File: src/source/periph_macros.svh
`ifndef PERIPH_MACROS_SVH
`define PERIPH_MACROS_SVH

// Bus widths
`define PERIPH_ADDR_W   16
`define PERIPH_DATA_W   32
`define PERIPH_BE_W     4

// ------------------------------
// Address map
// ------------------------------
`define BOOT_BASE       16'h0000
`define BOOT_LEN        16'h0400   // 256 words
`define GPIO_BASE       16'h2000
`define GPIO_LEN        16'h0100

// GPIO and queueing
`define LED_W           8
`define REQ_FIFO_DEPTH  4
`define BAD_DATA        32'hDEADBEEF   // Read data of absent registers

`endif

File: src/source/periph_pkg.sv
`include "periph_macros.svh"

package periph_pkg;

    // Request as issued by the bus master
    typedef struct packed {
        logic [`PERIPH_ADDR_W-1:0] addr;
        logic                      we;
        logic [`PERIPH_DATA_W-1:0] wdata;
        logic [`PERIPH_BE_W-1:0]   be;
    } periph_req_t;

    typedef enum logic [1:0] {
        TGT_BOOT = 2'd0,
        TGT_GPIO = 2'd1,
        TGT_NONE = 2'd2   // No region claims the address
    } target_e;

    // Request tagged with its target by the decoder
    typedef struct packed {
        periph_req_t req;
        target_e     tgt;
    } dec_req_t;

    typedef struct packed {
        logic [`PERIPH_DATA_W-1:0] rdata;
        logic                      err;
    } periph_rsp_t;

    typedef enum logic [1:0] {
        EX_IDLE     = 2'd0,
        EX_RAM_WAIT = 2'd1,
        EX_RESP     = 2'd2
    } exec_state_e;

endpackage

File: src/source/periph_addr_decode.sv
`timescale 1ns/1ps
`include "periph_macros.svh"

module periph_addr_decode
    import periph_pkg::*;
(
    input  logic        clk_i,
    input  logic        rst_n_i,
    input  logic        req_valid_i,
    input  periph_req_t req_i,
    output logic        req_ready_o,
    output logic        dec_valid_o,
    output dec_req_t    dec_req_o,
    input  logic        dec_ready_i
);

    localparam logic [`PERIPH_ADDR_W-1:0] BOOT_MASK = `BOOT_LEN - 16'd1;
    localparam logic [`PERIPH_ADDR_W-1:0] GPIO_MASK = `GPIO_LEN - 16'd1;

    logic     dec_valid_q;
    dec_req_t dec_req_q;

    // First matching region wins
    function automatic target_e decode_target(logic [`PERIPH_ADDR_W-1:0] addr);
        target_e tgt;
        tgt = TGT_NONE;
        if ((addr & ~BOOT_MASK) == `BOOT_BASE)
            tgt = TGT_BOOT;
        else if ((addr & ~GPIO_MASK) == `GPIO_BASE)
            tgt = TGT_GPIO;
        return tgt;
    endfunction

    // Stage empty or draining this cycle
    assign req_ready_o = !dec_valid_q || dec_ready_i;

    // ------------------------------
    // Request register
    // ------------------------------
    always_ff @(posedge clk_i)
    begin
        if (!rst_n_i)
            dec_valid_q <= 1'b0;
        else if (req_ready_o)
            dec_valid_q <= req_valid_i;
    end

    always_ff @(posedge clk_i)
    begin
        if (req_valid_i && req_ready_o)
        begin
            dec_req_q.req <= req_i;
            dec_req_q.tgt <= decode_target(req_i.addr);
        end
    end

    assign dec_valid_o = dec_valid_q;
    assign dec_req_o   = dec_req_q;

endmodule

File: config.mk
export PLATFORM = sky130hd
export DESIGN_NAME = periph_addr_decode
export DESIGN_NICKNAME = d
export VERILOG_FILES = /design/src/source/periph_pkg.sv /design/src/source/periph_addr_decode.sv
export VERILOG_INCLUDE_DIRS = /design/src /design/src/source
export SDC_FILE = /design/constraint.sdc
export NUM_CORES = 1
export LEC_CHECK = 0
export BUFFER_PORTS_ARGS = -buffer_cell sky130_fd_sc_hd__buf_4
export CORE_ASPECT_RATIO = 0.6
export CORE_MARGIN = 10
export CORE_UTILIZATION = 40
export DETAILED_ROUTE_END_ITERATION = 10
export GPL_ROUTABILITY_DRIVEN = 1
export PLACE_DENSITY_LB_ADDON = 0.15
export SLEW_MARGIN = 40
export SYNTH_ARGS = -nofsm -noshare
export SYNTH_HDL_FRONTEND = slang
export SYNTH_SLANG_ARGS = --single-unit
export TNS_END_PERCENT = 1
File: constraint.sdc
create_clock -name clk_i -period 4.6 [get_ports clk_i]
set_clock_uncertainty 0.2 [all_clocks]
set_input_delay 0.92 -clock clk_i [delete_from_list [all_inputs] [get_ports clk_i]]
set_output_delay 0.92 -clock clk_i [all_outputs]
set_load 0.05 [all_outputs]
==> flow_metrics.env, run 1 <==
export IMPL_yosys_area_top_type_share_pct=95.2
export IMPL_final_instance_count_excl_fill=246
export IMPL_cts_buffer_depth=2
export IMPL_dp_cells=238
export IMPL_crit_path_start_kind="primary input"
export IMPL_die_w_um=105
export IMPL_synth_area_per_cell_um2=26.7
export IMPL_core_area_mm2=0.00414
export IMPL_grt_overflow=0
export IMPL_final_antenna_net_count=0
export IMPL_setup_violations=0
export IMPL_wl_per_cell_um=17.2
export IMPL_track_usage_pct=10.8
export IMPL_drive_gt1_share_pct=64.5
export IMPL_cts_tree="yes"
export IMPL_path_clk_slew_ns=0.08
export IMPL_holdWs_ns=0.347
export IMPL_post_route_period_util_pct=54.4
export IMPL_finish_utilization_pct=66.1
export IMPL_grt_max_degree=56
export IMPL_num_io_pins=114
export IMPL_crit_top_cell="buf_4"
export IMPL_rsz0062_at_grt="no"
export IMPL_final_nets=242
export IMPL_ir_worst_vdd_mv=0.234
export IMPL_drt_iter0_markers=29
export IMPL_die_area_mm2=0.00746
export IMPL_ys_seq_elements=56
export IMPL_tns_ns=0
export IMPL_hold_viol=0
export IMPL_grt_pass1_vias=1164
export IMPL_hold_path_class="flop to flop"
export IMPL_post_cts_buffers=0
export IMPL_syn2layout_area_growth_pct=58.0
export IMPL_slew_violations=0
export IMPL_slowest_stage="buf_4"
export IMPL_vias=1036
export IMPL_initial_core_util_pct=41.8
export IMPL_cts_sinks=56
export IMPL_fin_crit_ns=2.50
export IMPL_grt_pass1_wl_um=6110
export IMPL_cts_hold_buf=0
export IMPL_numCtsBuffers=5
export IMPL_min_path_cells=2
export IMPL_crit_path_end_kind="primary output"
export IMPL_yosysMostFrequentCell="edfxtp_1"
export IMPL_relSlewSlack_pct=54.1
export IMPL_root_buffer="clkbuf_8"
export IMPL_path_cells="buf_4, nand2b_1, buf_4"
export IMPL_syn_nets=122
export IMPL_outcome="completed"
export IMPL_synth_cell_area_mm2=0.00173
export IMPL_synth_edff_count=55
export IMPL_cp_slowest_stage_delay_ns=0.20
export IMPL_die_h_um=71
export IMPL_clock_latency_ns=0.29
export IMPL_place_gp_congestion=0.673
export IMPL_synth_flop_cell="edfxtp_1"
export IMPL_synthCells=65
export IMPL_yosysUniqueCellTypes=11
export IMPL_power_density_mw_per_mm2=382
export IMPL_reg2reg_depth=2
export IMPL_leakagePower_nw=1.15
export IMPL_worst_slew_pin_slew_ns=0.689
export IMPL_maxCapViolations=0
export IMPL_post_cts_resized=0
export IMPL_postRouteWirelength_um=4240
export IMPL_crit_type="primary input to primary output"
export IMPL_antenna_found_initial=0
export IMPL_first_pass_iters=3
export IMPL_n_fill_cell=313
export IMPL_ys_top_cells_by_area="edfxtp_1 (95%), dfxtp_1 (1.2%), nor4_2 (0.72%)"
export IMPL_rows=18
export IMPL_drcViolationCount=0
export IMPL_htreeDepth=2
export IMPL_yosysWarnings=0
export IMPL_ys_seq_area_share_pct=96.4
export IMPL_cp_arrival_ns=1.38
export IMPL_timing_fmax_ghz=0.400
export IMPL_antennaDiodeCount=0
export IMPL_async_reset_ff_share_pct=0
export IMPL_cp_required_ns=3.48
export IMPL_drt_vias_per_instance=4.21
export IMPL_cp_max_fo=3
export IMPL_io_buffer_count=113
export IMPL_synth_top_cell_by_area="edfxtp_1"
-- kinds of logic after synthesis --
family                 count (synthesis)  share of synthesized area, %
AO/OA/AOI/OAI                          2                         0.721
buffers and inverters                  1                         0.216
flip-flops                            56                          96.4
AND/OR/NAND/NOR                        6                          2.67
-- metal layers --
metal / vias to the layer above / part of all wire (%) / GRT usage, %
li1: 497 / - / -
met1: 473 / 38 / 10.6
met2: 61 / 48 / 17.3
met3: 5 / 13 / 7.96
met4: 0 / 0.80 / 4.09
met5: - / 0 / 0
-- cell usage in the layout (no fill, tap or decap) --
cell type / n
o21ai_0: 1
inv_1: 1
and4b_1: 1
dfxtp_1: 1
buf_4: 113
nor2_1: 1
a21boi_0: 1
edfxtp_1: 55
clkbuf_1: 2
and2_4: 1
nand2b_1: 1
clkinv_1: 1
clkbuf_8: 5
nand3b_1: 1
nor4_2: 1
-- per-stage QoR --
stage / cell area (um^2) / setup slack (ns) / total power (W)
floorplan: 1730 / 1.22 / 0.000728
global placement: 2660 / 1.95 / 0.000812
detailed placement: 2660 / 2.09 / 0.000816
CTS: 2740 / 2.09 / 0.00106
global route: 2740 / 2.07 / 0.00109
finish: 2740 / 2.10 / 0.00105
-- power by group --
part | switching, W | total, W | internal (W)
clock | 0.000139 | 0.000245 | 0.000106
combinational | 0.000133 | 0.000199 | 0.0000662
sequential | 0.00000745 | 0.000602 | 0.000595
total | 0.000279 | 0.00105 | 0.000767
-- sequential cells by signal, indices dropped and copies added (netlist names) --
register,flops
dec_req_o,55
dec_valid_o,1
-- cell type report --
| type | count | area (um^2) | share of cell area, % |
|---|---|---|---|
| Clock buffer | 7 | 76.3 | 2.79 |
| Clock inverter | 1 | 3.75 | 0.137 |
| Inverter | 1 | 3.75 | 0.137 |
| Multi-Input combinational cell | 8 | 61.3 | 2.24 |
| Sequential cell | 56 | 1670 | 61.0 |
| Tap cell | 60 | 75.1 | 2.74 |
| Timing Repair Buffer | 113 | 848 | 31.0 |
-- worst max-delay path, delay by kind of cell --
kind                   cells  cell delay (ns)
buffers and inverters      2             0.30
AND/OR/NAND/NOR            1             0.16
-- final timing paths --
check                            startpoint             to  slack [ns]
worst min register to register  dec_valid_o    dec_valid_o        0.35
worst min-delay path            dec_valid_o    dec_valid_o        0.35
worst max register to register  dec_valid_o  dec_req_o[10]        2.99
worst max-delay path            dec_ready_i    req_ready_o        2.10
No activity file was read; power rests on OpenSTA's default activity.
==> run 2, diff against run 1 <==
==> constraint.sdc (replaced) <==
create_clock -name clk_i -period 2.6 [get_ports clk_i]
set_clock_uncertainty 0.2 [all_clocks]
set_input_delay 0.52 -clock clk_i [delete_from_list [all_inputs] [get_ports clk_i]]
set_output_delay 0.52 -clock clk_i [all_outputs]
set_load 0.05 [all_outputs]
==> flow_metrics.env, run 2 (same netlist as run 1, synthesis figures left out) <==
export IMPL_slew_violations=0
export IMPL_grt_overflow=0
export IMPL_cts_sinks=56
export IMPL_dp_cells=239
export IMPL_placed_area_mm2=0.00268
export IMPL_outcome="completed"
export IMPL_postRouteWirelength_um=4440
export IMPL_grt_pass1_vias=1185
export IMPL_numCtsBuffers=5
export IMPL_finalInstanceArea_mm2=0.00277
export IMPL_total_power_w=0.00189
export IMPL_final_nets=243
export IMPL_post_cts_resized=0
export IMPL_die_w_um=105
export IMPL_post_cts_buffers=0
export IMPL_place_gp_congestion=0.682
export IMPL_ir_worst_vdd_mv=0.387
export IMPL_leakagePower_nw=1.16
export IMPL_drt_vias_per_instance=4.32
export IMPL_largest_register_ffs=55
export IMPL_cts_buffer_depth=2
export IMPL_worst_slew_pin_slew_ns=0.481
export IMPL_antennaDiodeCount=0
export IMPL_die_area_mm2=0.00746
export IMPL_cp_arrival_ns=0.97
export IMPL_drive_gt1_share_pct=65.2
export IMPL_grt_pass1_wl_um=6490
export IMPL_cp_required_ns=1.88
export IMPL_cts_hold_buf=0
export IMPL_final_antenna_net_count=0
export IMPL_drt_iter0_markers=20
export IMPL_cp_max_fo=3
export IMPL_post_route_period_util_pct=65.0
export IMPL_maxCapViolations=0
export IMPL_setup_violations=0
export IMPL_wl_per_cell_um=18.0
export IMPL_power_density_mw_per_mm2=681
export IMPL_final_cell_mix="buf_4 (113), edfxtp_1 (55), clkbuf_8 (6)"
export IMPL_layout_commonest_cell="buf_4"
export IMPL_crit_type="primary input to primary output"
export IMPL_initial_core_util_pct=41.8
export IMPL_cts_tree="yes"
export IMPL_vias=1066
export IMPL_core_area_mm2=0.00414
export IMPL_syn2layout_area_growth_pct=59.7
export IMPL_hold_viol=0
export IMPL_first_pass_iters=4
export IMPL_crit_path_end_kind="primary output"
export IMPL_rows=18
export IMPL_clock_latency_ns=0.29
export IMPL_relSlewSlack_pct=67.9
export IMPL_hold_path_class="primary input to flop"
export IMPL_drcViolationCount=0
export IMPL_final_instance_count_excl_fill=247
export IMPL_root_buffer="clkbuf_8"
export IMPL_htreeDepth=2
export IMPL_track_usage_pct=11.3
export IMPL_rsz0062_at_grt="no"
export IMPL_fin_crit_ns=1.69
export IMPL_n_fill_cell=315
export IMPL_antenna_found_initial=0
export IMPL_die_h_um=71
export IMPL_num_io_pins=114
export IMPL_io_buffer_count=113
export IMPL_path_clk_slew_ns=0.09
export IMPL_crit_path_start_kind="primary input"
export IMPL_tns_ns=0
export IMPL_grt_max_degree=37
export IMPL_holdWs_ns=0.196
export IMPL_timing_fmax_ghz=0.592
[run 2: cell count changes in the layout (fill, tap and decap cells not counted), sizes merged]
cell / change
clkbuf: +1
buf: +1
clkinv: -1
[run 2: final timing paths]
path                from           end  slack, ns  depth (start not counted)
max          dec_ready_i   req_ready_o       0.91                          3
min             req_i[0]  dec_req_o[2]       0.20                          1
max reg2reg  dec_valid_o  dec_req_o[6]       0.93                          3
min reg2reg  dec_valid_o   dec_valid_o       0.35                          2
[run 2: critical path: stages]
cell and delay (ns):
buf_4 0.10, nand2b_1 0.15, buf_4 0.20
[run 2: area by class of cell]
type	instances	area [um^2]	share of cell area, %
tap	60	75.1	2.71
sequential	56	1670	60.4
multi-input combinational	8	60.1	2.17
timing repair buffer	114	868	31.4
inverter	1	3.75	0.136
clock buffer	8	90.1	3.25
[run 2: stage by stage]
step	utilization, %	worst slack [ns]
floorplan	-	0.189
global placement	64.6	0.649
detailed placement	64.6	0.609
CTS	66.8	0.910
global route	66.8	0.815
finish	66.8	0.910
[run 2: layer usage]
metal / up-vias / wire length (um) / global-route usage [%]
li1: 498 / - / -
met1: 499 / 1790 / 12.3
met2: 67 / 2110 / 17.9
met3: 2 / 528 / 7.69
met4: 0 / 12 / 2.73
met5: - / 0 / 0
[run 2: power by group]
group | leakage (nW) | internal, W | switching (W)
Combinational | 0.575 | 0.000120 | 0.000236
Clock | 0.0455 | 0.000218 | 0.000245
Sequential | 0.539 | 0.00105 | 0.0000143
Total | 1.16 | 0.00139 | 0.000495
==> run 3, diff against run 2 <==
--- a/config.mk
+++ b/config.mk
@@ -6,6 +6,7 @@
 export SDC_FILE = /design/constraint.sdc
 export NUM_CORES = 1
 export LEC_CHECK = 0
+export ABC_AREA = 1
 export BUFFER_PORTS_ARGS = -buffer_cell sky130_fd_sc_hd__buf_4
 export CORE_ASPECT_RATIO = 0.6
 export CORE_MARGIN = 10
==> constraint.sdc (replaced) <==
create_clock -name clk_i -period 1.8 [get_ports clk_i]
set_clock_uncertainty 0.2 [all_clocks]
set_input_delay 0.36 -clock clk_i [delete_from_list [all_inputs] [get_ports clk_i]]
set_output_delay 0.36 -clock clk_i [all_outputs]
set_load 0.05 [all_outputs]
==> flow_metrics.env, run 3 <==
export IMPL_slew_violations=0
export IMPL_die_h_um=71.1
export IMPL_antennaDiodeCount=0
export IMPL_final_antenna_net_count=0
export IMPL_core_area_mm2=0.00414
export IMPL_synthTopCellsByCount="edfxtp_1 (55), nor2_1 (6), nand2_1 (3), inv_1 (2)"
export IMPL_final_nets=250
export IMPL_synth_flop_cell="edfxtp_1"
export IMPL_drt_vias_per_instance=4.25
export IMPL_hold_path_class="primary input to flop"
export IMPL_grt_max_degree=56
export IMPL_place_gp_congestion=0.634
export IMPL_drcViolationCount=0
export IMPL_cp_max_fo=3
export IMPL_fin_crit_ns=1.51
export IMPL_synth_area_per_cell_um2=24.2
export IMPL_initial_core_util_pct=42.0
export IMPL_cts_buffer_depth=2
export IMPL_crit_path_start_kind="flop"
export IMPL_yosysUniqueCellTypes=10
export IMPL_synth_top_cell_by_area="edfxtp_1"
export IMPL_ys_seq_elements=56
export IMPL_first_pass_iters=3
export IMPL_post_route_period_util_pct=84.0
export IMPL_maxCapViolations=0
export IMPL_ir_worst_vdd_mv=0.629
export IMPL_cts_hold_buf=0
export IMPL_io_buffer_count=113
export IMPL_holdWs_ns=0.0380
export IMPL_post_cts_buffers=0
export IMPL_yosys_area_top_type_share_pct=94.8
export IMPL_die_w_um=105
export IMPL_die_area_mm2=0.00748
export IMPL_clock_latency_ns=0.29
export IMPL_drt_iter0_markers=43
export IMPL_crit_path_end_kind="primary output"
export IMPL_leakagePower_nw=1.17
export IMPL_syn_nets=129
export IMPL_numCtsBuffers=5
export IMPL_htreeDepth=2
export IMPL_largest_register_ffs=55
export IMPL_place_ws_ns=0.314
export IMPL_yosysMostFrequentCell="edfxtp_1"
export IMPL_antenna_found_initial=0
export IMPL_synthCells=72
export IMPL_wl_per_cell_um=17.0
export IMPL_grt_pass1_wl_um=6510
export IMPL_rsz0062_at_grt="no"
export IMPL_grt_pass1_vias=1148
export IMPL_hold_viol=0
export IMPL_final_cell_mix="buf_4 (113), edfxtp_1 (55), nor2_1 (6)"
export IMPL_async_reset_ff_share_pct=0
export IMPL_setup_slack_ns=0.289
export IMPL_ys_top_cells_by_area="edfxtp_1 (95%), nor2_1 (1.3%), dfxtp_1 (1.1%)"
export IMPL_n_fill_cell=319
export IMPL_outcome="completed"
export IMPL_post_cts_resized=0
export IMPL_synth_edff_count=55
export IMPL_cts_tree="yes"
export IMPL_power_density_mw_per_mm2=962
export IMPL_grt_overflow=0
export IMPL_cp_arrival_ns=0.95
export IMPL_ys_seq_area_share_pct=96.0
export IMPL_track_usage_pct=11.2
export IMPL_drive_gt1_share_pct=63.4
export IMPL_path_clk_slew_ns=0.09
export IMPL_relSlewSlack_pct=80.2
export IMPL_yosysWarnings=0
export IMPL_tns_ns=0
export IMPL_worst_slew_pin_slew_ns=0.297
export IMPL_layout_commonest_cell="buf_4"
export IMPL_crit_type="flop to primary output"
export IMPL_root_buffer="clkbuf_8"
export IMPL_total_power_w=0.00268
export IMPL_num_io_pins=114
export IMPL_vias=1079
export IMPL_postRouteWirelength_um=4330
export IMPL_syn2layout_area_growth_pct=59.6
export IMPL_synth_cell_area_mm2=0.00174
export IMPL_cts_sinks=56
export IMPL_timing_fmax_ghz=0.662
export IMPL_setup_violations=0
export IMPL_rows=18
export IMPL_cp_required_ns=1.24
run 3: critical path, stage by stage (launching register included):
cell and delay [ns]:
dfxtp_4 0.37, nand2_1 0.09, buf_4 0.20
run 3: worst paths after layout:
kind | from | to | slack [ns] | cells after the start
setup reg to reg | dec_valid_o | dec_req_o[3] | 0.45 | 2
hold reg to reg | dec_valid_o | dec_valid_o | 0.35 | 2
hold / removal | req_i[23] | dec_req_o[25] | 0.04 | 1
setup / recovery | dec_valid_o | req_ready_o | 0.29 | 2
run 3: power by group:
group | internal, W | switching (W)
registers | 0.00152 | 0.0000206
clock network | 0.000272 | 0.000346
logic | 0.000175 | 0.000343
total | 0.00197 | 0.000710
run 3: per-layer routing:
layer  global-route usage, %  up-vias  part of all wire (%)
li1                        -      513                     -
met1                    11.8      497                    39
met2                    17.9       67                    47
met3                    8.05        2                    14
met4                    2.73        0                  0.39
met5                       0        -                     0
run 3: logic make-up (layout without fill, tap and decap cells):
family / after synthesis / in the layout / synth area share [%]
flops: 56 / 56 / 96.0
simple gates: 11 / 11 / 2.66
buf+inv: 3 / 125 / 0.647
compound gates: 2 / 2 / 0.718
run 3: cell type report:
class                   instances  area, um^2  area share, %
flip-flops and latches         56        1680           60.3
well taps                      60        75.1           2.70
clock inverters                 1        3.75          0.135
inverters                       3        11.3          0.405
multi-input cells              13        70.1           2.52
clock buffers                   7        76.3           2.75
repair buffers                114         868           31.2
run 3: per-stage QoR:
step / cells / utilization [%] / instance area (um^2)
2_1_floorplan: 72 / - / 1760
3_3_place_gp: 246 / 65.2 / 2700
3_5_place_dp: 246 / 65.2 / 2700
4_1_cts: 254 / 67.1 / 2780
5_1_grt: 254 / 67.1 / 2780
6_report: 254 / 67.1 / 2780
