--- src/source/periph_macros.svh ---
`ifndef PERIPH_MACROS_SVH
`define PERIPH_MACROS_SVH

// Bus widths
`define PERIPH_ADDR_W   16
`define PERIPH_DATA_W   32
`define PERIPH_BE_W     4

// ------------------------------
// Address map
// ------------------------------
`define BOOT_BASE       16'h0000
`define BOOT_LEN        16'h0400   // 256 words
`define GPIO_BASE       16'h2000
`define GPIO_LEN        16'h0100

// GPIO and queueing
`define LED_W           8
`define REQ_FIFO_DEPTH  4
`define BAD_DATA        32'hDEADBEEF   // Read data of absent registers

`endif

--- src/source/periph_pkg.sv ---
`include "periph_macros.svh"

package periph_pkg;

    // Request as issued by the bus master
    typedef struct packed {
        logic [`PERIPH_ADDR_W-1:0] addr;
        logic                      we;
        logic [`PERIPH_DATA_W-1:0] wdata;
        logic [`PERIPH_BE_W-1:0]   be;
    } periph_req_t;

    typedef enum logic [1:0] {
        TGT_BOOT = 2'd0,
        TGT_GPIO = 2'd1,
        TGT_NONE = 2'd2   // No region claims the address
    } target_e;

    // Request tagged with its target by the decoder
    typedef struct packed {
        periph_req_t req;
        target_e     tgt;
    } dec_req_t;

    typedef struct packed {
        logic [`PERIPH_DATA_W-1:0] rdata;
        logic                      err;
    } periph_rsp_t;

    typedef enum logic [1:0] {
        EX_IDLE     = 2'd0,
        EX_RAM_WAIT = 2'd1,
        EX_RESP     = 2'd2
    } exec_state_e;

endpackage

--- src/source/periph_req_fifo.sv ---
`timescale 1ns/1ps
`include "periph_macros.svh"

module periph_req_fifo
    import periph_pkg::*;
#(
    parameter int DEPTH = `REQ_FIFO_DEPTH
) (
    input  logic     clk_i,
    input  logic     rst_n_i,
    input  logic     wr_valid_i,
    input  dec_req_t wr_data_i,
    output logic     wr_ready_o,
    output logic     rd_valid_o,
    output dec_req_t rd_data_o,
    input  logic     rd_ready_i
);

    localparam int PTR_W = (DEPTH > 1) ? $clog2(DEPTH) : 1;
    localparam int CNT_W = $clog2(DEPTH + 1);

    dec_req_t         mem [DEPTH];
    logic [PTR_W-1:0] wr_ptr;
    logic [PTR_W-1:0] rd_ptr;
    logic [CNT_W-1:0] count;
    logic             wr_en;
    logic             rd_en;

    // Wraps at DEPTH, which need not be a power of two
    function automatic logic [PTR_W-1:0] next_ptr(logic [PTR_W-1:0] ptr);
        if (ptr == PTR_W'(DEPTH - 1))
            return '0;
        return ptr + 1'b1;
    endfunction

    assign wr_ready_o = (count != CNT_W'(DEPTH));
    assign rd_valid_o = (count != '0);
    assign wr_en      = wr_valid_i && wr_ready_o;
    assign rd_en      = rd_valid_o && rd_ready_i;
    assign rd_data_o  = mem[rd_ptr];   // Head entry, shown one cycle after write

    always_ff @(posedge clk_i)
    begin
        if (wr_en)
            mem[wr_ptr] <= wr_data_i;
    end

    // ------------------------------
    // Pointers and occupancy
    // ------------------------------
    always_ff @(posedge clk_i)
    begin
        if (!rst_n_i)
        begin
            wr_ptr <= '0;
            rd_ptr <= '0;
            count  <= '0;
        end
        else
        begin
            if (wr_en)
                wr_ptr <= next_ptr(wr_ptr);
            if (rd_en)
                rd_ptr <= next_ptr(rd_ptr);
            case ({wr_en, rd_en})
                2'b10:   count <= count + 1'b1;
                2'b01:   count <= count - 1'b1;
                default: count <= count;   // Idle or simultaneous push and pop
            endcase
        end
    end

endmodule

--- config.mk ---
export PLATFORM = sky130hd
export DESIGN_NAME = periph_req_fifo
export DESIGN_NICKNAME = d
export VERILOG_FILES = /design/src/source/periph_pkg.sv /design/src/source/periph_req_fifo.sv
export VERILOG_INCLUDE_DIRS = /design/src /design/src/source
export SDC_FILE = /design/constraint.sdc
export NUM_CORES = 1
export LEC_CHECK = 0
export BUFFER_PORTS_ARGS = -buffer_cell sky130_fd_sc_hd__buf_2
export CORE_MARGIN = 3
export CORE_UTILIZATION = 45
export CTS_CLUSTER_DIAMETER = 50
export DETAILED_ROUTE_END_ITERATION = 7
export SLEW_MARGIN = 10
export SYNTH_ARGS = -nofsm -noshare
export SYNTH_HDL_FRONTEND = slang
export SYNTH_SLANG_ARGS = --single-unit
--- constraint.sdc ---
create_clock -name clk_i -period 4.1 [get_ports clk_i]
set_input_delay 0.82 -clock clk_i [delete_from_list [all_inputs] [get_ports clk_i]]
set_output_delay 0.82 -clock clk_i [all_outputs]
set_load 0.01 [all_outputs]
==> flow_summary.html, run 1 <==
<table>
<tr><th>Metric</th><th>Value</th></tr>
<tr><th colspan="2">Global route</th></tr>
<tr><td>Remaining global-route overflow</td><td>0</td></tr>
<tr><td>Wire length of the first global-routing pass</td><td>23,400 um</td></tr>
<tr><td>Number of antenna violations at the first check in global routing</td><td>1</td></tr>
<tr><td>Global-route usage over all layers</td><td>15.1%</td></tr>
<tr><td>Number of global-route vias before repair</td><td>4,196</td></tr>
<tr><td>Maximum number of pins on one net before global-route repair</td><td>48</td></tr>
<tr><th colspan="2">Synthesis</th></tr>
<tr><td>Flip-flop and latch count after synthesis</td><td>229</td></tr>
<tr><td>Most area-consuming cells after synthesis</td><td>sky130_fd_sc_hd__edfxtp_1 (78%), sky130_fd_sc_hd__mux4_2 (15%), sky130_fd_sc_hd__dfxtp_1 (2.1%)</td></tr>
<tr><td>Fraction of synthesized cell area in xor and xnor cells</td><td>0.208%</td></tr>
<tr><td>Register area share after synthesis</td><td>80.6%</td></tr>
<tr><td>Yosys top cell by area</td><td>sky130_fd_sc_hd__edfxtp_1</td></tr>
<tr><td>Number of enable-type register cells in the synthesized netlist</td><td>220</td></tr>
<tr><td>Synthesized Nets</td><td>409</td></tr>
<tr><td>Library cell with the highest instance count after synthesis</td><td>sky130_fd_sc_hd__edfxtp_1</td></tr>
<tr><td>Fraction of registers with async set/reset</td><td>0%</td></tr>
<tr><td>Multiplexer share of the synthesized area</td><td>14.8%</td></tr>
<tr><td>Syn Inst Count</td><td>343</td></tr>
<tr><td>Post-Synth Simple-Gate Area</td><td>1.44%</td></tr>
<tr><td>Combined area of all synthesized cells</td><td>8420 um2</td></tr>
<tr><td>Main combinational cell family by area after synthesis</td><td>multiplexers</td></tr>
<tr><td>Average cell area after synthesis</td><td>24.6 um2</td></tr>
<tr><td>Post-synthesis share of cell area spent on full adders, half adders and majority gates</td><td>1.13%</td></tr>
<tr><td>Most used DFF post-synth</td><td>sky130_fd_sc_hd__edfxtp_1</td></tr>
<tr><td>Area share of the largest cell type after synthesis</td><td>78.4%</td></tr>
<tr><td>Compound-gate portion of the synthesized area</td><td>0.475%</td></tr>
<tr><td>Yosys Warn Count</td><td>0</td></tr>
<tr><td>Leading post-synthesis cells by instance count</td><td>sky130_fd_sc_hd__edfxtp_1 (220), sky130_fd_sc_hd__mux4_2 (55), sky130_fd_sc_hd__dfxtp_1 (9)</td></tr>
<tr><td>Cell variety after synth</td><td>26</td></tr>
<tr><th colspan="2">Worst hold path</th></tr>
<tr><td>Worst Hold Path EP</td><td>wr_ptr[1]$_SDFFE_PN0P_</td></tr>
<tr><td>Type of the most critical hold path</td><td>register to register</td></tr>
<tr><td>Worst min-delay path startpoint</td><td>wr_ptr[1]$_SDFFE_PN0P_</td></tr>
<tr><td>Number of cells on the worst hold path</td><td>2</td></tr>
<tr><th colspan="2">Pwr</th></tr>
<tr><td>Pwr/cell area</td><td>636 nW/um2</td></tr>
<tr><td>Power dissipated by switching net loads</td><td>1.62 mW</td></tr>
<tr><td>Share of power burned in the clock network</td><td>35.0%</td></tr>
<tr><td>Sw Share</td><td>25.0%</td></tr>
<tr><td>Relative contribution of combinational cells to total power</td><td>19.2%</td></tr>
<tr><td>Int Pwr</td><td>4.85 mW</td></tr>
<tr><td>Reported leakage power</td><td>3.46 nW</td></tr>
<tr><td>Maximum vdd ir drop</td><td>0.000408 V</td></tr>
<tr><td>Sequential cell fraction of total power</td><td>45.7%</td></tr>
<tr><td>Total power of the final layout</td><td>6.46 mW</td></tr>
<tr><th colspan="2">Routing</th></tr>
<tr><td>Number of iterations in the first detailed-routing pass</td><td>4</td></tr>
<tr><td>Total wire length</td><td>15,200 um</td></tr>
<tr><td>DRC violation count after routing</td><td>0</td></tr>
<tr><td>ANT nets after route</td><td>0</td></tr>
<tr><td>Number of vias after detailed routing</td><td>3,863</td></tr>
<tr><td>Post-detailed-route via-to-cell ratio</td><td>5.29</td></tr>
<tr><td>Iteration-0 DRC Markers</td><td>175</td></tr>
<tr><td>Average wire per cell in the routed design</td><td>20.8 um</td></tr>
<tr><th colspan="2">Placement</th></tr>
<tr><td>Dpl cells</td><td>681</td></tr>
<tr><td>Placed wire-length estimate after detailed placement</td><td>9160 um</td></tr>
<tr><td>Last weighted congestion value of the routability-driven placer</td><td>0.718</td></tr>
<tr><td>Count of port buffers added during placement</td><td>115</td></tr>
<tr><th colspan="2">Timing</th></tr>
<tr><td>Max Fclk</td><td>320 MHz</td></tr>
<tr><td>Clock period minus worst slack</td><td>3130 ps</td></tr>
<tr><td>Worst slew pin tran</td><td>734 ps</td></tr>
<tr><td>Worst hold margin</td><td>505 ps</td></tr>
<tr><td>Final setup violation count</td><td>0</td></tr>
<tr><td>Post-route clock period utilization</td><td>76.3%</td></tr>
<tr><td>Setup TNS Final</td><td>0 ps</td></tr>
<tr><td>Unrepaired setup endpoints after global routing</td><td>false</td></tr>
<tr><td>Setup clock skew after layout</td><td>5.74 ps</td></tr>
<tr><td>Final-report max-slew violation count</td><td>0</td></tr>
<tr><td>Worst max-slew margin expressed relative to the limit</td><td>51.1%</td></tr>
<tr><td>Hold Fails Final Rpt</td><td>0</td></tr>
<tr><th colspan="2">Cells and area</th></tr>
<tr><td>Fraction of layout instances using a drive strength above 1</td><td>45.4%</td></tr>
<tr><td>Number of fillers in the final layout</td><td>1,387</td></tr>
<tr><td>Post-layout util</td><td>56.0%</td></tr>
<tr><td>Layout overhead on the synthesized area</td><td>20.7%</td></tr>
<tr><td>Number of non-filler instances in the completed layout</td><td>730</td></tr>
<tr><td>Net total in the final layout</td><td>546</td></tr>
<tr><th colspan="2">Die</th></tr>
<tr><td>Horizontal die dimension</td><td>143 um</td></tr>
<tr><td>Ports</td><td>116</td></tr>
<tr><td>Core area</td><td>18,100 um2</td></tr>
<tr><td>Area enclosed by the die boundary</td><td>20,400 um2</td></tr>
<tr><td>Starting utilization of the core area</td><td>46.4%</td></tr>
<tr><td>Row count</td><td>49</td></tr>
<tr><td>Die boundary height</td><td>143 um</td></tr>
<tr><th colspan="2">Clocking</th></tr>
<tr><td>Buffer count from post-CTS setup fixing</td><td>0</td></tr>
<tr><td>Worst-Skew Late Latency</td><td>510 ps</td></tr>
<tr><td>CTS tree</td><td>yes</td></tr>
<tr><td>Register clock-pin slew on the reported worst setup and hold paths</td><td>60 ps</td></tr>
<tr><td>Clk root buf</td><td>sky130_fd_sc_hd__clkbuf_16</td></tr>
<tr><td>Clock Tree Buf Depth</td><td>3</td></tr>
<tr><td># resized after CTS</td><td>0</td></tr>
<tr><td>Cts bufs inserted</td><td>26</td></tr>
<tr><td>H-Tree Depth</td><td>1</td></tr>
<tr><td>Number of hold buffers added after CTS</td><td>0</td></tr>
<tr><td>TritonCTS sink count</td><td>229</td></tr>
<tr><th colspan="2">Run</th></tr>
<tr><td>Reported max-cap violation count</td><td>0</td></tr>
<tr><th colspan="2">Setup path</th></tr>
<tr><td>Reg2Reg Setup Slack</td><td>1550 ps</td></tr>
<tr><td>Combined buffer and inverter count along the critical path</td><td>2</td></tr>
<tr><td>Worst setup path category</td><td>register to output pin</td></tr>
<tr><td>Capturing point of the worst reg2reg path</td><td>count[2]$_SDFFE_PN0P_</td></tr>
<tr><td>Max FO, Critical Path</td><td>31</td></tr>
<tr><td>Largest stage delay on the critical path</td><td>700 ps</td></tr>
<tr><td>Critical Path AT</td><td>2310 ps</td></tr>
<tr><td>Critical path's slowest cell</td><td>sky130_fd_sc_hd__dfxtp_4</td></tr>
<tr><td>Element type at the critical path end</td><td>output pin</td></tr>
<tr><td>Critical path's top delay family</td><td>flip-flops</td></tr>
<tr><td>CP startpoint kind</td><td>register</td></tr>
<tr><td>Critical path required time</td><td>3280 ps</td></tr>
<tr><td>Worst-case reg-to-reg path depth</td><td>9</td></tr>
<tr><td>Series of cell instances along the critical path</td><td>buf_12 -&gt; mux4_2 -&gt; buf_2</td></tr>
<tr><td>Source of the worst register-to-register timing path</td><td>count[1]$_SDFFE_PN0P_</td></tr>
<tr><th colspan="2">Status</th></tr>
<tr><td>Outcome</td><td>completed</td></tr>
</table>
## metal layers
layer / GRT usage [%] / vias up / wire (um)
met5: 0 / - / 9
met4: 4.80 / 2 / 417
met3: 3.88 / 37 / 921
met2: 24.6 / 116 / 7390
met1: 20.1 / 1980 / 6470
li1: - / 1728 / -
## how the worst max path moves through the flow
stage                     slack [ps]  cells after the start                  start               endpoint
after floorplan                 1750                     10  count[2]$_SDFFE_PN0P_  count[2]$_SDFFE_PN0P_
after global placement          1440                      3               register           rd_data_o[2]
after detailed placement        1440                      3               register           rd_data_o[2]
after CTS                        870                      3               register           rd_data_o[2]
after global routing             810                      3               register           rd_data_o[2]
final                            970                      3               register           rd_data_o[3]
## power groups by stage
| stage | Sequential (mW) | Combinational [mW] | Clock [mW] |
|---|---|---|---|
| after floorplan | 2.91 | 0.889 | 0 |
| after global placement | 3.00 | 1.27 | 0 |
| after detailed placement | 3.01 | 1.28 | 0 |
| after CTS | 2.97 | 1.28 | 2.33 |
| after global routing | 2.99 | 1.35 | 2.42 |
| final | 2.96 | 1.24 | 2.26 |
## worst min-delay path, cell delays in order, from the launching register on
cell and delay [ps]:
sky130_fd_sc_hd__dfxtp_1 330, sky130_fd_sc_hd__nand2_1 70, sky130_fd_sc_hd__mux2i_1 60
## metrics by stage
step	worst slack (ps)	area, um2
finish	972	10200
global route	810	10200
CTS	874	10200
detailed placement	1440	9300
global placement	1440	9300
floorplan	1750	8420
## kinds of logic (layout without fill, tap and decap cells)
| kind of cell | count (synthesis) | in the layout |
|---|---|---|
| flip-flops | 229 | 229 |
| multiplexers | 56 | 56 |
| AND/OR/NAND/NOR | 21 | 21 |
| buffers and inverters | 21 | 178 |
| adder cells (fa/ha/maj) | 7 | 7 |
| AO/OA/AOI/OAI | 7 | 7 |
| XOR/XNOR | 2 | 2 |
| other | 0 | 1 |
## state kept, by name, summed over array words and instances, names as in the netlist, named ones only
signal,cells
count,3
mem,220
rd_ptr,2
wr_ptr,2
## cell usage in the layout (no fill, tap or decap), drive strengths merged, types with 3 or more instances in the layout
cell / instances
edfxtp: 220
buf: 123
mux4: 55
clkbuf: 31
clkinv: 12
dfxtp: 9
inv: 8
nand2: 6
ha: 6
o21ai: 5
and3: 4
bufinv: 3
and2: 3
## cell type report
cell class                      count  area (um2)  area share (%)
Timing Repair Buffer              123         673            6.62
Clock inverter                     17         173            1.70
Sequential cell                   229        6790            66.8
Clock buffer                       31         691            6.79
Antenna cell                        1        2.50          0.0246
Tap cell                          229         287            2.82
Inverter                            7        26.3           0.258
Multi-Input combinational cell     93        1520            15.0
Note: power is estimated with default switching activity, not from simulation.
==> run 2, diff against run 1 <==
Settings changed: PLACE_DENSITY from default to 0.67.
Clock period 4.1 ns to 2.8 ns, I/O delays scaled along.
==> run 2 against run 1 <==
Net effect: final cell count down 0.68%; cell area shrank 1.3%; sequential share of layout area up 0.88 points; largest cell class unchanged.
==> flow_summary.html, run 2 (same netlist as run 1, synthesis figures left out) <==
<table>
<tr><th>Metric</th><th>Value</th></tr>
<tr><th colspan="2">Status</th></tr>
<tr><td>Outcome</td><td>completed (unchanged)</td></tr>
<tr><th colspan="2">Global route</th></tr>
<tr><td>Number of antenna violations at the first check in global routing</td><td>1 (unchanged)</td></tr>
<tr><td>Maximum number of pins on one net before global-route repair</td><td>56 (was 48)</td></tr>
<tr><td>Remaining global-route overflow</td><td>0 (unchanged)</td></tr>
<tr><td>Wire length of the first global-routing pass</td><td>23,200 um (was 23,400 um)</td></tr>
<tr><td>Number of global-route vias before repair</td><td>4,238 (was 4,196)</td></tr>
<tr><td>Global-route usage over all layers</td><td>14.7% (was 15.1%)</td></tr>
<tr><th colspan="2">Setup path</th></tr>
<tr><td>Series of cell instances along the critical path</td><td>buf_12 -&gt; mux4_2 -&gt; buf_2 (unchanged)</td></tr>
<tr><td>Combined buffer and inverter count along the critical path</td><td>2 (unchanged)</td></tr>
<tr><td>Critical path's top delay family</td><td>flip-flops (unchanged)</td></tr>
<tr><td>Element type at the critical path end</td><td>output pin (unchanged)</td></tr>
<tr><td>Source of the worst register-to-register timing path</td><td>count[2]$_SDFFE_PN0P_ (was count[1]$_SDFFE_PN0P_)</td></tr>
<tr><td>Crit. path cell count</td><td>3 (unchanged)</td></tr>
<tr><td>Capturing point of the worst reg2reg path</td><td>count[2]$_SDFFE_PN0P_ (unchanged)</td></tr>
<tr><td>CP startpoint kind</td><td>register (unchanged)</td></tr>
<tr><td>Max FO, Critical Path</td><td>22 (was 31)</td></tr>
<tr><td>Critical Path AT</td><td>2070 ps (was 2310 ps)</td></tr>
<tr><td>Worst-case reg-to-reg path depth</td><td>9 (unchanged)</td></tr>
<tr><td>Critical path required time</td><td>2240 ps (was 3280 ps)</td></tr>
<tr><td>Critical path's slowest cell</td><td>sky130_fd_sc_hd__dfxtp_4 (unchanged)</td></tr>
<tr><td>Largest stage delay on the critical path</td><td>570 ps (was 700 ps)</td></tr>
<tr><td>Worst setup path category</td><td>register to output pin (unchanged)</td></tr>
<tr><td>Reg2Reg Setup Slack</td><td>210 ps (was 1550 ps)</td></tr>
<tr><td>Critical path capture point</td><td>rd_data_o[1] (was rd_data_o[3])</td></tr>
<tr><th colspan="2">Routing</th></tr>
<tr><td>Number of vias after detailed routing</td><td>3,904 (was 3,863)</td></tr>
<tr><td>DRC violation count after routing</td><td>0 (unchanged)</td></tr>
<tr><td>Post-detailed-route via-to-cell ratio</td><td>5.38 (was 5.29)</td></tr>
<tr><td>Iteration-0 DRC Markers</td><td>158 (was 175)</td></tr>
<tr><td>ANT nets after route</td><td>0 (unchanged)</td></tr>
<tr><td>Number of iterations in the first detailed-routing pass</td><td>4 (unchanged)</td></tr>
<tr><td>Total wire length</td><td>14,800 um (was 15,200 um)</td></tr>
<tr><td>Average wire per cell in the routed design</td><td>20.4 um (was 20.8 um)</td></tr>
<tr><th colspan="2">Clocking</th></tr>
<tr><td>H-Tree Depth</td><td>1 (unchanged)</td></tr>
<tr><td>Clock Tree Buf Depth</td><td>3 (unchanged)</td></tr>
<tr><td>Register clock-pin slew on the reported worst setup and hold paths</td><td>60 ps (about the same)</td></tr>
<tr><td>Worst-Skew Late Latency</td><td>500 ps (was 510 ps)</td></tr>
<tr><td>Clk root buf</td><td>sky130_fd_sc_hd__clkbuf_16 (unchanged)</td></tr>
<tr><td>TritonCTS sink count</td><td>229 (unchanged)</td></tr>
<tr><td>Number of hold buffers added after CTS</td><td>0 (unchanged)</td></tr>
<tr><td># resized after CTS</td><td>0 (unchanged)</td></tr>
<tr><td>Cts bufs inserted</td><td>24 (was 26)</td></tr>
<tr><td>Buffer count from post-CTS setup fixing</td><td>0 (unchanged)</td></tr>
<tr><td>CTS tree</td><td>yes (unchanged)</td></tr>
<tr><th colspan="2">Cells and area</th></tr>
<tr><td>Commonest cells after routing, fill and taps aside</td><td>sky130_fd_sc_hd__edfxtp_1 (220), sky130_fd_sc_hd__buf_2 (115), sky130_fd_sc_hd__mux4_2 (55), sky130_fd_sc_hd__clkbuf_16 (25) (was sky130_fd_sc_hd__edfxtp_1 (220), sky130_fd_sc_hd__buf_2 (115), sky130_fd_sc_hd__mux4_2 (55), sky130_fd_sc_hd__clkbuf_16 (27))</td></tr>
<tr><td>Area taken by multi-input logic gates</td><td>1520 um2 (unchanged)</td></tr>
<tr><td>Fraction of layout instances using a drive strength above 1</td><td>44.4% (was 45.4%)</td></tr>
<tr><td>Final antenna diode count</td><td>0 (was 1)</td></tr>
<tr><td>Register bank with the most flops</td><td>mem (unchanged)</td></tr>
<tr><td>Layout overhead on the synthesized area</td><td>19.1% (was 20.7%)</td></tr>
<tr><td>Number of fillers in the final layout</td><td>1,402 (was 1,387)</td></tr>
<tr><td>Sequential cell area in the final layout</td><td>6790 um2 (unchanged)</td></tr>
<tr><td>Most common cell after layout, fill and taps aside</td><td>sky130_fd_sc_hd__edfxtp_1 (unchanged)</td></tr>
<tr><td>Top flop regs</td><td>mem (220), count (3) (unchanged)</td></tr>
<tr><td>Largest register FFs</td><td>220 (unchanged)</td></tr>
<tr><td>Net total in the final layout</td><td>546 (unchanged)</td></tr>
<tr><th colspan="2">Timing</th></tr>
<tr><td>Worst slew pin tran</td><td>552 ps (was 734 ps)</td></tr>
<tr><td>Max Fclk</td><td>381 MHz</td></tr>
<tr><td>Clock period minus worst slack</td><td>2630 ps</td></tr>
<tr><td>Final setup violation count</td><td>0 (unchanged)</td></tr>
<tr><td>Final-report max-slew violation count</td><td>0 (unchanged)</td></tr>
<tr><td>Unrepaired setup endpoints after global routing</td><td>false (unchanged)</td></tr>
<tr><td>Post-route clock period utilization</td><td>93.8%</td></tr>
<tr><td>Worst max-slew margin expressed relative to the limit</td><td>62.9% (was 51.1%)</td></tr>
<tr><td>Slack of the critical path</td><td>173 ps (was 972 ps)</td></tr>
<tr><td>Hold Fails Final Rpt</td><td>0 (unchanged)</td></tr>
<tr><td>Setup clock skew after layout</td><td>8.02 ps (was 5.74 ps)</td></tr>
<tr><td>Worst hold margin</td><td>270 ps (was 505 ps)</td></tr>
<tr><td>Setup TNS Final</td><td>0 ps (unchanged)</td></tr>
<tr><th colspan="2">Die</th></tr>
<tr><td>Die boundary height</td><td>143 um (unchanged)</td></tr>
<tr><td>Horizontal die dimension</td><td>143 um (unchanged)</td></tr>
<tr><td>Row count</td><td>49 (unchanged)</td></tr>
<tr><td>Starting utilization of the core area</td><td>46.4% (unchanged)</td></tr>
<tr><td>Ports</td><td>116 (unchanged)</td></tr>
<tr><td>Core area</td><td>18,100 um2 (unchanged)</td></tr>
<tr><td>Area enclosed by the die boundary</td><td>20,400 um2 (unchanged)</td></tr>
<tr><th colspan="2">Worst hold path</th></tr>
<tr><td>Type of the most critical hold path</td><td>primary input to register (was register to register)</td></tr>
<tr><td>Number of cells on the worst hold path</td><td>1 (was 2)</td></tr>
<tr><td>Worst min-delay path startpoint</td><td>wr_data_i[34] (was wr_ptr[1]$_SDFFE_PN0P_)</td></tr>
<tr><th colspan="2">Run</th></tr>
<tr><td>Reported max-cap violation count</td><td>0 (unchanged)</td></tr>
<tr><th colspan="2">Placement</th></tr>
<tr><td>Count of port buffers added during placement</td><td>115 (unchanged)</td></tr>
<tr><td>Last weighted congestion value of the routability-driven placer</td><td>0.681 (was 0.718)</td></tr>
<tr><td>Minimum setup slack after placement</td><td>254 ps (was 1440 ps)</td></tr>
<tr><td>Placed wire-length estimate after detailed placement</td><td>8770 um (was 9160 um)</td></tr>
<tr><th colspan="2">Pwr</th></tr>
<tr><td>Sw Share</td><td>25.4% (was 25.0%)</td></tr>
<tr><td>Maximum vdd ir drop</td><td>0.000505 V (was 0.000408 V)</td></tr>
<tr><td>Sequential cell fraction of total power</td><td>47.6% (was 45.7%)</td></tr>
<tr><td>Relative contribution of combinational cells to total power</td><td>21.1% (was 19.2%)</td></tr>
<tr><td>Int Pwr</td><td>6.70 mW (was 4.85 mW)</td></tr>
<tr><td>Share of power burned in the clock network</td><td>31.3% (was 35.0%)</td></tr>
<tr><td>Reported leakage power</td><td>3.39 nW (was 3.46 nW)</td></tr>
<tr><td>Power dissipated by switching net loads</td><td>2.29 mW (was 1.62 mW)</td></tr>
<tr><td>Pwr/cell area</td><td>896 nW/um2 (was 636 nW/um2)</td></tr>
</table>
## run 2: cell types whose count changed in the layout (fill, tap and decap cells not counted), sizes merged
cell    delta
buf        +2
bufinv     -3
clkbuf     -1
clkinv     -2
diode      -1
## run 2: layer usage
layer / global-route usage [%] / vias to the layer above / routed length (um) / share of wire, %
met3: 3.68 / 37 / 918 / 6.2
li1: - / 1721 / - / -
met2: 25.9 / 115 / 7680 / 52
met1: 18.2 / 2029 / 5860 / 40
met5: 0 / - / 7 / 0.047
met4: 4.15 / 2 / 327 / 2.2
## run 2: area by class of cell
class                           instances  share of cell area, %
Tap cell                              229                   2.86
Sequential cell                       229                   67.7
Multi-Input combinational cell         93                   15.2
Inverter                                7                  0.262
Clock buffer                           30                   6.42
Clock inverter                         12                  0.611
Timing Repair Buffer                  125                   6.98
## run 2: stage by stage
stage | instances | area (um2) | total power, mW | util (%)
2_1_floorplan | 343 | 8420 | 5.56 | -
3_3_place_gp | 683 | 9330 | 6.26 | 51.4
3_5_place_dp | 683 | 9330 | 6.31 | 51.4
4_1_cts | 725 | 10000 | 9.13 | 55.3
5_1_grt | 725 | 10000 | 9.41 | 55.3
6_report | 725 | 10000 | 8.99 | 55.3
## run 2: worst register-to-register path, stage by stage, from the launching register on
cell and delay (ps):
sky130_fd_sc_hd__dfxtp_1 390, sky130_fd_sc_hd__or3b_1 460, sky130_fd_sc_hd__and2_4 210, sky130_fd_sc_hd__inv_1 50
sky130_fd_sc_hd__ha_1 180, sky130_fd_sc_hd__inv_1 60, sky130_fd_sc_hd__fa_1 380, sky130_fd_sc_hd__xor2_1 170
sky130_fd_sc_hd__or3_2 430, sky130_fd_sc_hd__a21boi_1 180
## run 2: worst min path at each step
stage	slack, ps	endpoint
global placement	480	count[2]$_SDFFE_PN0P_
finish	270	mem[0][34]$_DFFE_PP_
CTS	250	mem[3][34]$_DFFE_PP_
detailed placement	500	wr_ptr[1]$_SDFFE_PN0P_
global route	260	mem[3][20]$_DFFE_PP_
floorplan	470	wr_ptr[1]$_SDFFE_PN0P_
## run 2: power groups by stage
stage	registers [mW]	clock network (mW)	logic, mW
2_1_floorplan	4.26	0	1.30
3_3_place_gp	4.33	0	1.92
3_5_place_dp	4.36	0	1.95
4_1_cts	4.29	2.88	1.96
5_1_grt	4.31	3.02	2.07
6_report	4.28	2.81	1.90
